`src/common/soc_macros.svh`:
```
`ifndef SOC_MACROS_SVH
`define SOC_MACROS_SVH

// clk_pix_half runs at half the 480p pixel clock
`define SOC_FREQ_HZ 12562500

`define SOC_BAUDS 115200

// 109 clocks per uart bit
`define SOC_CLKS_PER_BIT (`SOC_FREQ_HZ / `SOC_BAUDS)

// 16 entries
`define SOC_FIFO_DEPTH_LOG2 4

// power-on reset length in cycles
`define SOC_RESET_HOLD 31

`endif
```
`src/common/soc_pkg.sv`:
```
package soc_pkg;

    // one data byte of a uart frame
    typedef logic [7:0] uart_byte_t;

    // frame phase shared by receiver and transmitter
    typedef enum logic [1:0] {
        UART_IDLE  = 2'd0,
        UART_START = 2'd1,
        UART_DATA  = 2'd2,
        UART_STOP  = 2'd3
    } uart_state_e;

endpackage

```
`src/logic/soc_top.sv`:
```
`timescale 1ns/1ps
`include "soc_macros.svh"

module soc_top (
    input  logic                clk_pix_half,
    input  logic                arst_n_i,
    input  logic                btn_n_i,
    input  logic                rx_i,
    input  logic                cts_n_i,
    output logic                tx_o,
    output soc_pkg::uart_byte_t display_o,
    output logic                overflow_o
);

    import soc_pkg::*;

    logic       rst;
    logic       rx_valid;
    uart_byte_t rx_byte;
    uart_byte_t head_byte;
    logic       empty;
    logic       pop;

    reset_gen reset_gen_i (
        .clk_pix_half (clk_pix_half),
        .arst_n_i     (arst_n_i),
        .btn_n_i      (btn_n_i),
        .rst_o        (rst)
    );

    uart_rx #(
        .CLKS_PER_BIT (`SOC_CLKS_PER_BIT)
    ) uart_rx_i (
        .clk_pix_half (clk_pix_half),
        .arst_n_i     (arst_n_i),
        .rst_i        (rst),
        .rx_i         (rx_i),
        .rx_valid_o   (rx_valid),
        .rx_byte_o    (rx_byte),
        .frame_err_o  ()
    );

    byte_fifo #(
        .DEPTH_LOG2   (`SOC_FIFO_DEPTH_LOG2)
    ) byte_fifo_i (
        .clk_pix_half (clk_pix_half),
        .arst_n_i     (arst_n_i),
        .rst_i        (rst),
        .push_i       (rx_valid),
        .push_byte_i  (rx_byte),
        .pop_i        (pop),
        .head_byte_o  (head_byte),
        .empty_o      (empty),
        .full_o       (),
        .overflow_o   (overflow_o)
    );

    uart_tx #(
        .CLKS_PER_BIT (`SOC_CLKS_PER_BIT)
    ) uart_tx_i (
        .clk_pix_half (clk_pix_half),
        .arst_n_i     (arst_n_i),
        .rst_i        (rst),
        .empty_i      (empty),
        .head_byte_i  (head_byte),
        .cts_n_i      (cts_n_i),
        .pop_o        (pop),
        .tx_o         (tx_o),
        .sent_byte_o  (display_o)
    );

endmodule

```
`src/logic/byte_fifo.sv`:
```
`timescale 1ns/1ps
`include "soc_macros.svh"

module byte_fifo #(
    parameter int DEPTH_LOG2 = `SOC_FIFO_DEPTH_LOG2
) (
    input  logic                clk_pix_half,
    input  logic                arst_n_i,
    input  logic                rst_i,
    input  logic                push_i,
    input  soc_pkg::uart_byte_t push_byte_i,
    input  logic                pop_i,
    output soc_pkg::uart_byte_t head_byte_o,
    output logic                empty_o,
    output logic                full_o,
    output logic                overflow_o
);

    import soc_pkg::*;

    localparam int DEPTH = 1 << DEPTH_LOG2;

    uart_byte_t            mem [DEPTH];
    logic [DEPTH_LOG2-1:0] wr_ptr;
    logic [DEPTH_LOG2-1:0] rd_ptr;
    logic [DEPTH_LOG2:0]   count;
    logic                  do_push;
    logic                  do_pop;

    assign empty_o     = (count == '0);
    assign full_o      = (count == (DEPTH_LOG2 + 1)'(DEPTH));
    assign do_push     = push_i && !full_o;  // dropped when full
    assign do_pop      = pop_i && !empty_o;
    assign head_byte_o = mem[rd_ptr];        // show-ahead

    always_ff @(posedge clk_pix_half or negedge arst_n_i) begin
        if (!arst_n_i) begin
            wr_ptr     <= '0;
            rd_ptr     <= '0;
            count      <= '0;
            overflow_o <= 1'b0;
        end else if (rst_i) begin
            wr_ptr     <= '0;
            rd_ptr     <= '0;
            count      <= '0;
            overflow_o <= 1'b0;
        end else begin
            if (do_push) begin
                wr_ptr <= wr_ptr + 1'b1;
            end
            if (do_pop) begin
                rd_ptr <= rd_ptr + 1'b1;
            end
            if (do_push && !do_pop) begin
                count <= count + 1'b1;
            end else if (do_pop && !do_push) begin
                count <= count - 1'b1;
            end
            if (push_i && full_o) begin
                overflow_o <= 1'b1;  // sticky until rst
            end
        end
    end

    always_ff @(posedge clk_pix_half) begin
        if (do_push) begin
            mem[wr_ptr] <= push_byte_i;
        end
    end

endmodule

```
`src/uart/uart_tx.sv`:
```
`timescale 1ns/1ps
`include "soc_macros.svh"

module uart_tx #(
    parameter int CLKS_PER_BIT = `SOC_CLKS_PER_BIT
) (
    input  logic                clk_pix_half,
    input  logic                arst_n_i,
    input  logic                rst_i,
    input  logic                empty_i,
    input  soc_pkg::uart_byte_t head_byte_i,
    input  logic                cts_n_i,
    output logic                pop_o,
    output logic                tx_o,
    output soc_pkg::uart_byte_t sent_byte_o
);

    import soc_pkg::*;

    localparam int            CW   = $clog2(CLKS_PER_BIT);
    localparam logic [CW-1:0] LAST = CW'(CLKS_PER_BIT - 1);

    uart_state_e   state;
    logic [CW-1:0] cnt;
    logic [2:0]    bit_idx;
    uart_byte_t    shift;
    logic          bit_end;

    assign bit_end = (cnt == LAST);
    assign pop_o   = (state == UART_IDLE) && !empty_i && !cts_n_i;  // cts only checked here

    always_ff @(posedge clk_pix_half or negedge arst_n_i) begin
        if (!arst_n_i) begin
            state       <= UART_IDLE;
            cnt         <= '0;
            bit_idx     <= '0;
            tx_o        <= 1'b1;
            sent_byte_o <= '0;
        end else if (rst_i) begin
            state       <= UART_IDLE;
            cnt         <= '0;
            bit_idx     <= '0;
            tx_o        <= 1'b1;
            sent_byte_o <= '0;
        end else begin
            cnt <= bit_end ? '0 : cnt + 1'b1;
            case (state)
                UART_IDLE: begin
                    cnt <= '0;
                    if (pop_o) begin
                        sent_byte_o <= head_byte_i;  // shown on the leds
                        tx_o        <= 1'b0;         // start bit
                        state       <= UART_START;
                    end
                end
                UART_START: begin
                    if (bit_end) begin
                        tx_o    <= shift[0];
                        bit_idx <= '0;
                        state   <= UART_DATA;
                    end
                end
                UART_DATA: begin
                    if (bit_end) begin
                        bit_idx <= bit_idx + 1'b1;
                        if (bit_idx == 3'd7) begin
                            tx_o  <= 1'b1;  // stop bit
                            state <= UART_STOP;
                        end else begin
                            tx_o <= shift[0];
                        end
                    end
                end
                UART_STOP: begin
                    if (bit_end) begin
                        state <= UART_IDLE;
                    end
                end
                default: state <= UART_IDLE;
            endcase
        end
    end

    always_ff @(posedge clk_pix_half) begin
        if (pop_o) begin
            shift <= head_byte_i;
        end else if (bit_end && (state == UART_START || state == UART_DATA)) begin
            shift <= {1'b0, shift[7:1]};
        end
    end

endmodule

```
`src/uart/uart_rx.sv`:
```
`timescale 1ns/1ps
`include "soc_macros.svh"

module uart_rx #(
    parameter int CLKS_PER_BIT = `SOC_CLKS_PER_BIT
) (
    input  logic                clk_pix_half,
    input  logic                arst_n_i,
    input  logic                rst_i,
    input  logic                rx_i,
    output logic                rx_valid_o,
    output soc_pkg::uart_byte_t rx_byte_o,
    output logic                frame_err_o
);

    import soc_pkg::*;

    localparam int            CW   = $clog2(CLKS_PER_BIT);
    localparam logic [CW-1:0] LAST = CW'(CLKS_PER_BIT - 1);
    localparam logic [CW-1:0] MID  = CW'(CLKS_PER_BIT / 2 - 1);

    uart_state_e   state;
    logic [CW-1:0] cnt;
    logic [2:0]    bit_idx;
    logic          rx_meta;
    logic          rx_sync;
    logic          rx_prev;
    logic          sample_bit;

    assign sample_bit = (state == UART_DATA) && (cnt == LAST);

    always_ff @(posedge clk_pix_half or negedge arst_n_i) begin
        if (!arst_n_i) begin
            state       <= UART_IDLE;
            cnt         <= '0;
            bit_idx     <= '0;
            rx_meta     <= 1'b1;
            rx_sync     <= 1'b1;
            rx_prev     <= 1'b1;
            rx_valid_o  <= 1'b0;
            frame_err_o <= 1'b0;
        end else if (rst_i) begin
            state       <= UART_IDLE;
            cnt         <= '0;
            bit_idx     <= '0;
            rx_meta     <= 1'b1;
            rx_sync     <= 1'b1;
            rx_prev     <= 1'b1;
            rx_valid_o  <= 1'b0;
            frame_err_o <= 1'b0;
        end else begin
            rx_meta     <= rx_i;
            rx_sync     <= rx_meta;
            rx_prev     <= rx_sync;
            rx_valid_o  <= 1'b0;
            frame_err_o <= 1'b0;
            cnt         <= cnt + 1'b1;
            case (state)
                UART_IDLE: begin
                    cnt <= '0;
                    if (rx_prev && !rx_sync) begin  // falling edge
                        state <= UART_START;
                    end
                end
                UART_START: begin
                    if (cnt == MID) begin
                        cnt     <= '0;
                        bit_idx <= '0;
                        state   <= rx_sync ? UART_IDLE : UART_DATA;  // glitch goes back
                    end
                end
                UART_DATA: begin
                    if (cnt == LAST) begin
                        cnt     <= '0;
                        bit_idx <= bit_idx + 1'b1;
                        if (bit_idx == 3'd7) begin
                            state <= UART_STOP;
                        end
                    end
                end
                UART_STOP: begin
                    if (cnt == LAST) begin  // mid stop bit
                        rx_valid_o  <= rx_sync;
                        frame_err_o <= !rx_sync;
                        state       <= UART_IDLE;
                    end
                end
                default: state <= UART_IDLE;
            endcase
        end
    end

    // lsb arrives first
    always_ff @(posedge clk_pix_half) begin
        if (sample_bit) begin
            rx_byte_o <= {rx_sync, rx_byte_o[7:1]};
        end
    end

endmodule

```
`src/logic/reset_gen.sv`:
```
`timescale 1ns/1ps
`include "soc_macros.svh"

module reset_gen (
    input  logic clk_pix_half,
    input  logic arst_n_i,
    input  logic btn_n_i,
    output logic rst_o
);

    localparam int HOLD = `SOC_RESET_HOLD;
    localparam int CW   = $clog2(HOLD + 1);

    logic [CW-1:0] hold_cnt;
    logic          hold;
    logic          btn_meta;
    logic          btn_sync;

    assign hold = (hold_cnt != CW'(HOLD));  // high until the counter saturates

    always_ff @(posedge clk_pix_half or negedge arst_n_i) begin
        if (!arst_n_i) begin
            hold_cnt <= '0;
            btn_meta <= 1'b1;
            btn_sync <= 1'b1;
        end else begin
            btn_meta <= btn_n_i;
            btn_sync <= btn_meta;
            if (hold) begin
                hold_cnt <= hold_cnt + 1'b1;
            end
        end
    end

    assign rst_o = hold || !btn_sync;  // button is active low

endmodule

```
`config.mk`:
```
export PLATFORM = sky130hd
export DESIGN_NAME = soc_top
export DESIGN_NICKNAME = d
export VERILOG_FILES = /design/src/common/soc_pkg.sv /design/src/logic/soc_top.sv /design/src/logic/byte_fifo.sv /design/src/uart/uart_tx.sv /design/src/uart/uart_rx.sv /design/src/logic/reset_gen.sv
export VERILOG_INCLUDE_DIRS = /design/src /design/src/common
export SDC_FILE = /design/constraint.sdc
export NUM_CORES = 1
export LEC_CHECK = 0
export ABC_AREA = 1
export BUFFER_PORTS_ARGS = -buffer_cell sky130_fd_sc_hd__buf_2
export CORE_ASPECT_RATIO = 0.8
export CORE_MARGIN = 4
export CORE_UTILIZATION = 50
export DETAILED_ROUTE_END_ITERATION = 6
export PLACE_DENSITY = 0.62
export SYNTH_ARGS = -nofsm -noshare
export SYNTH_HDL_FRONTEND = slang
export SYNTH_SLANG_ARGS = --single-unit
```
`constraint.sdc`:
```
create_clock -name clk_pix_half -period 3.05 [get_ports clk_pix_half]
set_input_delay 0.4575 -clock clk_pix_half [delete_from_list [all_inputs] [get_ports clk_pix_half]]
set_output_delay 0.4575 -clock clk_pix_half [all_outputs]
set_load 0.02 [all_outputs]
```
# Yosys cells after proc, flatten, opt, wreduce, memory -nomap -nowiden
# Memory sizes are Yosys's and may differ from the RTL's.
# Index checks and enable logic that the tools add are counted.
[word_totals]
ff_bits = 74
ramBits = 128
in_bits = 5
output_inout_bits = 10
word_cells = 150
memories = 1
[mem_list]
columns = ["name", "words", "word_bits", "read_ports", "rd_ports_with_merged_regs", "write_ports", "line", "text"]
rows = [
  ["byte_fifo_i.mem", 16, 8, 1, 0, 1, "byte_fifo.sv:23", "uart_byte_t mem [DEPTH];"],
]
[classes]
add_sub_neg = 9
eq_ne = 23
mux = 58
n_reduce_logical = 38
[op_table]
columns = ["cell", "n"]
rows = [
  ["$mux 7", 6],
  ["$mux 8", 5],
  ["$mux 2", 13],
  ["$pmux 7 s3", 1],
  ["$mux 3", 6],
  ["$ne 3x2->1 const B", 6],
  ["$mux 4", 4],
  ["$pmux 2 s4", 2],
  ["$mux 1", 15],
  ["$mux 5", 3],
  ["$add 7x1->7 const B", 2],
  ["$eq 7x7->1 const B", 2],
  ["$pmux 3 s2", 2],
  ["$reduce_bool 2->1", 6],
  ["$add 5x1->5 const B", 2],
  ["$logic_and 1x1->1", 10],
  ["$reduce_and 5->1", 2],
  ["$ne 3x1->1 const B", 3],
  ["$reduce_bool 3->1", 3],
  ["$add 4x1->4 const B", 2],
  ["$eq 2x2->1 const B", 4],
  ["$eq 7x6->1 const B", 1],
  ["$logic_not 1->1", 7],
  ["$add 3x1->3 const B", 2],
  ["other kinds (14)", 19],
]

# Depth between registers and ports, before layout
# Gate-level depths: netlist of the first run.
[depth]
depth_word = 9
depth_mapped = 13
mapped_depth_nobuf = 13

# Hierarchy
# From an unflattened synthesis of the first run, not the netlist that was laid out.
[hier_totals]
hier_cells = 813
area_unflattened_um2 = 9003.6
[by_module_without_submodules]
columns = ["module", "instances", "cells_each", "area_per_inst_um2", "seq_area_each_um2"]
rows = [
  ["byte_fifo", 1, 501, 6024.5, 4194.0],
  ["uart_tx", 1, 160, 1497.7, 767.0],
  ["uart_rx", 1, 117, 1168.6, 669.4],
  ["reset_gen", 1, 35, 312.8, 177.7],
]

# Worst setup path after synthesis of the first run
# No wires, ideal clock.
[synth_timing]
path_kind = "register to register"
startpoint = "reg uart_tx_i.state[0]"
endpoint = "reg byte_fifo_i.count[4]"
setup_time_ps = 129
t_arrival_ps = 2128
t_required_ps = 2921
setup_slack_ps = 793
path_stages_with_launch = 14
n_path_buf = 1
synth_period_minus_slack_ps = 2257
cell_sequence = "dfrtp_1 > inv_1 > ha_1 > nand3_2 > buf_2 > ha_1 > inv_1 > fa_1 > a21oi_1 > nor2_1 > nor2_1 > a21oi_1 > o21ai_0 > o21ai_0"
[synth_via]
elab_chain_len = 8
elab_cells_between_ends = 10
classes_between = "mux: 2; reduce/logical: 8"
[synth_lines]
columns = ["item", "line", "text"]
rows = [
  ["start, declared", "uart_tx.sv:23", "uart_state_e state;"],
  ["start signal, assigned", "uart_tx.sv:34", "state <= UART_IDLE;"],
  ["start signal, assigned", "uart_tx.sv:40", "state <= UART_IDLE;"],
  ["start signal, assigned", "uart_tx.sv:53", "state <= UART_START;"],
  ["$logic_not 2->1 *", "uart_tx.sv:30", "assign pop_o = (state == UART_IDLE) && !empty_i && !cts_n_i;"],
  ["$logic_and 1x1->1 * (2 in series)", "uart_tx.sv:30", ""],
  ["$logic_and 1x1->1 *", "byte_fifo.sv:33", "assign do_pop = pop_i && !empty_o;"],
  ["$logic_not 1->1", "byte_fifo.sv:54", "if (do_push && !do_pop) begin"],
  ["$logic_and 1x1->1", "byte_fifo.sv:54", ""],
  ["$mux 5", "byte_fifo.sv:54", ""],
  ["$mux 5", "byte_fifo.sv:42", "end else if (rst_i) begin"],
  ["end signal, assigned", "byte_fifo.sv:55", "count <= count + 1'b1;"],
  ["end signal, assigned", "byte_fifo.sv:57", "count <= count - 1'b1;"],
  ["end, declared", "byte_fifo.sv:26", "logic [DEPTH_LOG2:0] count;"],
]
# Mark *: on every way between the ends. The rest lies on a longest branch, timed or not.
# A chain may end at the register's enable or synchronous reset.

# Worst setup path in the final report of the first run
[layout_timing]
startpoint = "reg byte_fifo_i.count[1]"
endpoint = "reg byte_fifo_i.count[4]"
[layout_via]
elab_chain_len = 9
elab_cells_between_ends = 18
classes_between = "add/sub: 2; eq/ne: 1; mux: 3; reduce/logical: 12"
[layout_lines]
columns = ["item"]
rows = [
  ["branches (longest 9 deep; another with $sub 5x1->5)"],
]
# Several ways; the timed one is not identified. The select of a mux whose other input is x is not followed.

==> results of run 1 <==
[final timing paths]
check / startpoint / to / slack (ps) / depth (start not counted)
hold / removal: btn_n_i / reset_gen_i.btn_meta$_DFF_PN1_ / 60 / 1
max in group asynchronous: arst_n_i / byte_fifo_i.rd_ptr[0]$_DFFE_PN0P_ / 2430 / 2
setup / recovery: byte_fifo_i.count[1]$_DFFE_PN0P_ / byte_fifo_i.count[4]$_DFFE_PN0P_ / 700 / 13
hold reg to reg: reset_gen_i.btn_meta$_DFF_PN1_ / reset_gen_i.btn_sync$_DFF_PN1_ / 360 / 0
setup reg to reg: byte_fifo_i.count[1]$_DFFE_PN0P_ / byte_fifo_i.count[4]$_DFFE_PN0P_ / 700 / 13
min in group asynchronous: arst_n_i / uart_tx_i.bit_idx[0]$_DFFE_PN0P_ / 110 / 2
[report_power, final]
part	internal, W	switching (W)
sequential	0.00296	0.0000399
clock	0.00158	0.00102
combinational	0.000127	0.000228
total	0.00467	0.00129
[through the flow]
stage / power, W / worst slack, ps / area (µm²) / hold WS [ps] / std cells
3_5_place_dp: 0.00342 / 723 / 9530 / 351 / 1164
4_1_cts: 0.00601 / 729 / 10200 / 42.1 / 1201
6_report: 0.00596 / 702 / 10200 / 59.9 / 1201
5_1_grt: 0.00621 / 479 / 10200 / 41.2 / 1201
3_3_place_gp: 0.00342 / 803 / 9530 / 345 / 1164
2_1_floorplan: 0.00331 / 793 / 9290 / 162 / 941
[worst max-delay path, stage by stage, from the launching register on]
cell and delay (ps):
dfrtp_1 420, nor2_1 170, nand4_1 150, nand2_1 170, inv_2 100, ha_1 240, inv_1 180, ha_1 280
a21oi_1 130, nor2_1 50, nor2_1 110, a21oi_1 70, o21ai_0 70, o21ai_0 100
[flip-flops by register name, indices dropped and copies added, names as in the netlist, 2 cells and up]
signal,count
uart_tx_i.sent_byte_o,8
reset_gen_i.hold_cnt,5
uart_tx_i.bit_idx,3
uart_tx_i.cnt,7
uart_tx_i.shift,8
uart_tx_i.state,2
uart_rx_i.state,2
byte_fifo_i.wr_ptr,4
byte_fifo_i.count,5
uart_rx_i.cnt,7
byte_fifo_i.rd_ptr,4
uart_rx_i.rx_byte_o,8
uart_rx_i.bit_idx,3
byte_fifo_i.mem,128
[layer usage]
layer	vias up	track usage (%)	part of all wire, %
met5	-	0	0
met4	0	4.25	2.3
met3	34	3.09	6.1
met2	149	27.5	43
met1	2787	28.9	49
li1	3066	-	-
[synthesized netlist by cell type (2+ instances only)]
master and instances:
clkinv_1 2, nand3_1 136, nor2_1 47, nand2_1 277
nand2_2 2, xnor2_1 5, buf_4 10, dfrtp_1 52
o21ai_0 15, or2_2 6, xor2_1 7, dfstp_2 6
nand4_1 7, buf_6 4, edfxtp_1 144, nor3_1 4
ha_1 30, inv_1 139, inv_2 7, buf_2 16
a21oi_1 11
[layout make-up]
class                      count  share of cell area, %
clock inverter                11                   1.24
sequential                   202                   56.5
inverter                     148                   5.43
tap                          230                   2.81
multi-input combinational    560                   26.8
timing repair buffer          24                   1.54
clock buffer                  26                   5.61
[cells by family after synthesis]
family	synth area share, %
flops	62.3
compound gates	1.76
xor+xnor	1.13
fa+ha+maj	4.26
simple gates	22.4
buf+inv	8.18
==> run metrics, run 1 <==
Worst Clk Skew=9.89 ps; gr ovfl total=0; WL/cell=15.7 µm; Die Ht=130 µm; footprint of the multi-input gates=2750 µm²; Post-CTS Resized=0; class of the worst hold path=in -> reg; VDD IR max=393 µV; Clock transition at path regs=60 ps; vias in the first global route=5611; CP Capture Type=flop; DRC=0; Bufs on Longest Clock Path=3; drt total wl=18800 µm; buffers added on ports=14; YS warnings=0; ys async rst share=28.7%; post-layout net count=993; DR iter-0 viols=571; Core Footprint=18200 µm²; most frequent cells in the layout=nand2_1, edfxtp_1, inv_1, nand3_1, dfrtp_1; worst relative slew slack=26.2%; actual slew at the worst max-slew pin=1100 ps; post-synthesis cell count=941; die area=20800 µm²; synthesized area per cell=9.87 µm²; count of cell types in the netlist=35; largest net degree at the start of global routing=67; fmax=426 MHz; Slew Viols, Final=0; Die X=160 µm; syn_nets=977; gpl congestion=0.818; antenna viol nets, final=0; first-pass GRT wire length=30600 µm; worst endpoint required time=3420 ps; TritonCTS sink count=202; crit-path max FO=9; Critical Path AT=2720 ps; area grow syn2layout=10.2%; cell area after synthesis=9290 µm²; commonest non-fill, non-tap cell in the layout=nand2_1; number of vias per cell=5.03; final setup violation count=0; CTS buffer count=21; Reg area=5780 µm²; # rows=44; H-tree levels=1; clk root buf=clkbuf_16; Tcrit/Tclk final=77.0%; worst-skew pair later-pin latency=490 ps; final core occ=56.3%; CTS tree=yes; initial antenna violation count=0; DR vias=6036; startpoint types=flop; layout cells sized above 1=8.55%; initial core utilization=51.1%; sequential share of the synthesized area=62.3%; outcome=finished, final reports clean; Setup CP Type=reg -> reg; RSZ-0062 raised after global routing=no; Fin. Hold Viols=0; Initial DRT Pass Iterations=5; area fraction of the dominant cell type after synthesis=46.6%; number of synthesized flops with an enable pin=144; area leader, netlist=edfxtp_1; leak pwr=4.47 nW; Max Cap Viol=0; hpwl dp=11800 µm; power per cell area=583 nW/µm²; dominant synthesized flop cell=edfxtp_1; number of synthesized register bits=202; Tmin final=2350 ps; post-CTS setup buffers=0; ranking of synthesized cells by area=edfxtp_1, dfrtp_1, nand2_1, nand3_1, inv_1; All-Layer GR Usage=18.6%; hold_buf cts=0; IO Count=15; Diodes inserted=0; FILL cells=1563; Fin Setup TNS=0 ps
Note: power is estimated with default switching activity, not from simulation.
==> run 2: changes to the inputs <==
- clock period: 3.05 -> 2.28 ns (I/O delays scaled with it)
==> run metrics, run 2 (same netlist as run 1, synthesis figures left out) <==
worst relative slew slack=29.1% (+2.9 points); Slew Viols, Final=0 (unchanged); All-Layer GR Usage=19.3% (+0.77 points); Setup CP Type=reg -> reg; RSZ-0062 raised after global routing=yes; buffers added on ports=14 (unchanged); WL/cell=16.1 µm (+3.0%); startpoint types=flop; first-pass GRT wire length=32000 µm (+4.5%); commonest non-fill, non-tap cell in the layout=nand2_1; design area=10600 µm² (+3.4%); initial antenna violation count=0 (unchanged); final core occ=58.2% (+1.9 points); max reg flops=128 (unchanged); Max Cap Viol=0 (unchanged); CTS buffer count=22 (+4.8%); DR vias=6239 (+3.4%); worst-skew pair later-pin latency=500 ps (about the same); number of vias per cell=5.06 (+0.68%); actual slew at the worst max-slew pin=1050 ps (-43.1 ps); gpl congestion=0.851 (+4.0%); layout cells sized above 1=12.1% (+3.5 points); post-layout net count=1023 (+3.0%); TritonCTS sink count=202 (unchanged); total power=0.00824 W (+38%); gr ovfl total=0 (unchanged); final setup violation count=0 (unchanged); clk root buf=clkbuf_16; CP Capture Type=flop; CTS tree=yes; outcome=finished, final reports clean; fmax=456 MHz (+7.1%); reg2reg start=uart_tx_i.state[1]$_DFFE_PN0P_; # rows=44 (unchanged); vias in the first global route=5817 (+3.7%); area grow syn2layout=13.9%; leak pwr=4.67 nW (+4.5%); FILL cells=1561 (-0.13%); Die Ht=130 µm (unchanged); Core Footprint=18200 µm² (unchanged); hold_sp=rx_i; placed insts=1184 (+1.7%); crit-path max FO=5 (-4); largest net degree at the start of global routing=60 (-10%); Tmin final=2190 ps (-156 ps); Finished Layout Cells=1233 (+2.7%); power per cell area=779 nW/µm² (+34%); DRC=0 (unchanged); Tcrit/Tclk final=96.1% (+19 points); IO Count=15 (unchanged); die area=20800 µm² (unchanged); worst endpoint required time=2660 ps (-760 ps); hpwl dp=12300 µm (+4.6%); class of the worst hold path=in -> reg; Die X=160 µm (unchanged); VDD IR max=415 µV (+5.6%); Initial DRT Pass Iterations=4 (-1); Clock transition at path regs=70 ps (about the same); Biggest register=byte_fifo_i.mem; Worst Setup SP=uart_tx_i.state[1]$_DFFE_PN0P_; antenna viol nets, final=0 (unchanged); H-tree levels=1 (unchanged); Critical Path AT=2570 ps (-150 ps); Worst Clk Skew=11.9 ps (+2.03 ps); drt total wl=19900 µm (+5.8%); Bufs on Longest Clock Path=3 (unchanged); Fin. Hold Viols=0 (unchanged); initial core utilization=51.1% (unchanged); Diodes inserted=0 (unchanged); DR iter-0 viols=553 (-3.2%); most frequent cells in the layout=nand2_1, edfxtp_1, inv_1, nand3_1, dfrtp_1; placed inst area=9720 µm² (+2.0%)
run 2: report_power, final:
group | switching, W | leakage [nW] | internal (W)
logic | 0.000323 | 2.62 | 0.000194
registers | 0.0000551 | 1.67 | 0.00396
clock network | 0.00145 | 0.380 | 0.00225
total | 0.00183 | 4.67 | 0.00641
run 2: timing repair:
item                                    CTS  global route
endpoints found under the setup margin    0             2
resized for setup                         0             6
endpoints found under the hold margin    16             0
buffers inserted                          0             7
hold buffers                              2             0
run 2: final cells by class:
| type | instances | area (µm²) | area share, % |
|---|---|---|---|
| timing repair buffer | 53 | 418 | 3.95 |
| clock inverter | 10 | 108 | 1.02 |
| inverter | 148 | 556 | 5.25 |
| sequential | 202 | 5780 | 54.7 |
| multi-input combinational | 560 | 2770 | 26.2 |
| tap | 230 | 288 | 2.72 |
| clock buffer | 30 | 656 | 6.20 |
run 2: worst paths after layout:
kind | end | cells past startpoint | slack, ps
max in group asynchronous | uart_rx_i.rx_meta$_DFF_PN1_ | 3 | 1330
hold / removal | uart_rx_i.rx_meta$_DFF_PN1_ | 2 | 40
min in group asynchronous | uart_tx_i.bit_idx[1]$_DFFE_PN0P_ | 2 | 310
setup / recovery | byte_fifo_i.count[4]$_DFFE_PN0P_ | 12 | 90
setup reg to reg | byte_fifo_i.count[4]$_DFFE_PN0P_ | 12 | 90
hold reg to reg | reset_gen_i.btn_sync$_DFF_PN1_ | 0 | 360
run 2: metrics by stage:
stage	worst slack (ps)	setup TNS, ps	hold slack [ps]
3_3_place_gp	103	0	295
3_5_place_dp	56.5	0	303
6_report	88.0	0	40.0
5_1_grt	-41.0	-74.8	36.4
4_1_cts	20.7	0	19.7
2_1_floorplan	23.0	0	46.4
run 2: layer usage:
metal / vias to the layer above / global-route usage (%) / wire, µm
met5: - / 0 / 0
met1: 2968 / 29.9 / 9850
met2: 113 / 29.5 / 8900
met3: 28 / 2.75 / 789
met4: 0 / 3.89 / 351
li1: 3130 / - / -
run 2: critical path: stages (launching register included):
cell and delay [ps]:
dfrtp_1 400, inv_1 80, ha_1 240, nand3_2 100
ha_1 210, inv_2 100, fa_2 380, a21oi_2 160
nor2_1 50, nor2_1 110, a21oi_1 70, o21ai_0 70
o21ai_0 110
==> run 3: changes to the inputs <==
- CORE_ASPECT_RATIO: 0.8 -> 2
==> run metrics, run 3 (same netlist as run 1, synthesis figures left out) <==
antenna viol nets, final=0 (unchanged); fmax=475 MHz (+4.2%); Die Ht=201 µm (+55%); Clock transition at path regs=60 ps (about the same); layout cells sized above 1=10.7% (-1.3 points); placed inst area=9680 µm² (-0.36%); placed insts=1166 (-1.5%); Finished Layout Cells=1204 (-2.4%); most frequent cells in the layout=nand2_1, edfxtp_1, inv_1, nand3_1, dfrtp_1; Bufs on Longest Clock Path=3 (unchanged); Core Footprint=18300 µm² (+0.76%); CP delay by family, top=simple AND/OR/NAND/NOR gates; CTS buffer count=18 (-18%); crit-path max FO=4 (-1); Tmin final=2100 ps (-88.2 ps); gpl congestion=0.837 (-1.6%); DR iter-0 viols=261 (-53%); buffers added on ports=14 (unchanged); clk root buf=clkbuf_16; power per cell area=749 nW/µm² (-3.9%); largest net degree at the start of global routing=67 (+12%); M2 GR Usage=37.9% (+8.3 points); Tcrit/Tclk final=92.3% (-3.9 points); vias in the first global route=6181 (+6.3%); actual slew at the worst max-slew pin=1080 ps (+22.8 ps); class of the worst hold path=in -> reg; post-layout net count=1012 (-1.1%); startpoint types=flop; Initial DRT Pass Iterations=6 (+2); WL/cell=16.8 µm (+4.3%); max reg flops=128 (unchanged); Setup CP Type=reg -> reg; CP bufs+invs=2 (unchanged); CTS tree=yes; Die X=104 µm (-35%); DR vias=6180 (-0.95%); die area=21000 µm² (+0.57%); CP Capture Type=flop; Diodes inserted=0 (unchanged); design area=10400 µm² (-1.8%); leak pwr=4.56 nW (-2.5%); TritonCTS sink count=202 (unchanged); worst relative slew slack=27.5% (-1.5 points); Slew Viols, Final=0 (unchanged); final core occ=56.8% (-1.5 points); Worst Clk Skew=6.10 ps (-5.82 ps); initial antenna violation count=0 (unchanged); Slowest-stage cell, CP=dfrtp_1; Fin. Hold Viols=0 (unchanged); GR met1 Demand/Resource=21.6% (-8.3 points); Critical Path AT=2470 ps (-100 ps); min setup slack post-route=176 ps (+88.2 ps); first-pass GRT wire length=32400 µm (+1.3%); gr ovfl total=0 (unchanged); IO Count=15 (unchanged); initial core utilization=50.7% (-0.38 points); final setup violation count=0 (unchanged); grt peak-use layer=met2; number of vias per cell=5.13 (+1.4%); All-Layer GR Usage=19.7% (+0.42 points); dpl ws=42.6 ps (-13.9 ps); DRC=0 (unchanged); H-tree levels=1 (unchanged); # rows=70 (+59%); commonest non-fill, non-tap cell in the layout=nand2_1; VDD IR max=728 µV (+75%); worst-skew pair later-pin latency=490 ps (about the same); Biggest register=byte_fifo_i.mem; hpwl dp=13600 µm (+10%); outcome=finished, final reports clean; worst endpoint required time=2650 ps (about the same); met3 usage=1.51% (-1.2 points); Critical Path Max Stage Delay=420 ps (+20 ps); Max Cap Viol=0 (unchanged); Cell Chain, Critical Path=nor2_2 > nand4_1 > nand2_2 > inv_2 > ha_1 > inv_2 > ha_1 > a21oi_2 > nor2_1 > nor2_1 > a21oi_1 > o21ai_0 > o21ai_0; drt total wl=20300 µm (+1.8%); area grow syn2layout=11.9%
==> run 3: cell count changes in the layout (fill, tap and decap cells not counted), moves of 2 or more <==
cell        delta
buf_4          -8
clkinv_2       -3
clkbuf_16      -6
clkbuf_1       -2
clkinv_1       +2
clkinvlp_4     +2
==> run 3: repair_timing <==
action,in CTS,in global routing
hold buffers,2,0
hold endpoints to repair,53,0
endpoints found under the setup margin,0,10
resized for setup,0,7
buffers inserted,0,4
==> run 3: worst reg2reg max path: stages (launching register included) <==
cell     delay, ps
dfrtp_1        420
nor2_2         140
nand4_1        140
nand2_2        110
inv_2           40
ha_1           220
inv_2          100
ha_1           260
a21oi_2        130
nor2_1          50
nor2_1         130
a21oi_1         70
o21ai_0         70
o21ai_0        100
==> run 3: where the power goes <==
group          switching [W]  leakage (nW)  internal, W
logic               0.000352          2.58     0.000209
clock network        0.00131         0.300      0.00190
registers          0.0000509          1.67      0.00396
==> run 3: per-stage QoR <==
stage,total power (W),TNS [ps],hold WS [ps]
after global routing,0.00807,-28.1,45.5
after CTS,0.00780,0,24.1
final,0.00778,0,41.2
after global placement,0.00459,0,347
after detailed placement,0.00460,0,349
after floorplan,0.00443,0,46.4
==> run 3: layer usage <==
| metal | vias up | part of all wire [%] |
|---|---|---|
| li1 | 3093 | - |
| met1 | 2925 | 36 |
| met2 | 112 | 57 |
| met3 | 50 | 2.3 |
| met4 | 0 | 4.3 |
| met5 | - | 0 |
==> run 3: path summary, 6_finish.rpt <==
check | from | to | slack [ps] | depth (start not counted)
min in group asynchronous | arst_n_i | uart_tx_i.cnt[5]$_DFF_PN0_ | 380 | 3
worst max-delay path | byte_fifo_i.count[2]$_DFFE_PN0P_ | byte_fifo_i.count[4]$_DFFE_PN0P_ | 180 | 13
max in group asynchronous | arst_n_i | uart_rx_i.rx_prev$_DFF_PN1_ | 1570 | 3
worst min-delay path | rx_i | uart_rx_i.rx_meta$_DFF_PN1_ | 40 | 2
worst max register to register | byte_fifo_i.count[2]$_DFFE_PN0P_ | byte_fifo_i.count[4]$_DFFE_PN0P_ | 180 | 13
worst min register to register | reset_gen_i.btn_meta$_DFF_PN1_ | reset_gen_i.btn_sync$_DFF_PN1_ | 360 | 0
==> run 3: cell type report <==
cell class	instances	area, µm²
Fill cell	1562	7920
Multi-Input combinational cell	560	2770
Clock buffer	21	493
Clock inverter	11	139
Timing Repair Buffer	46	378
Sequential cell	202	5780
Tap cell	216	270
Inverter	148	556
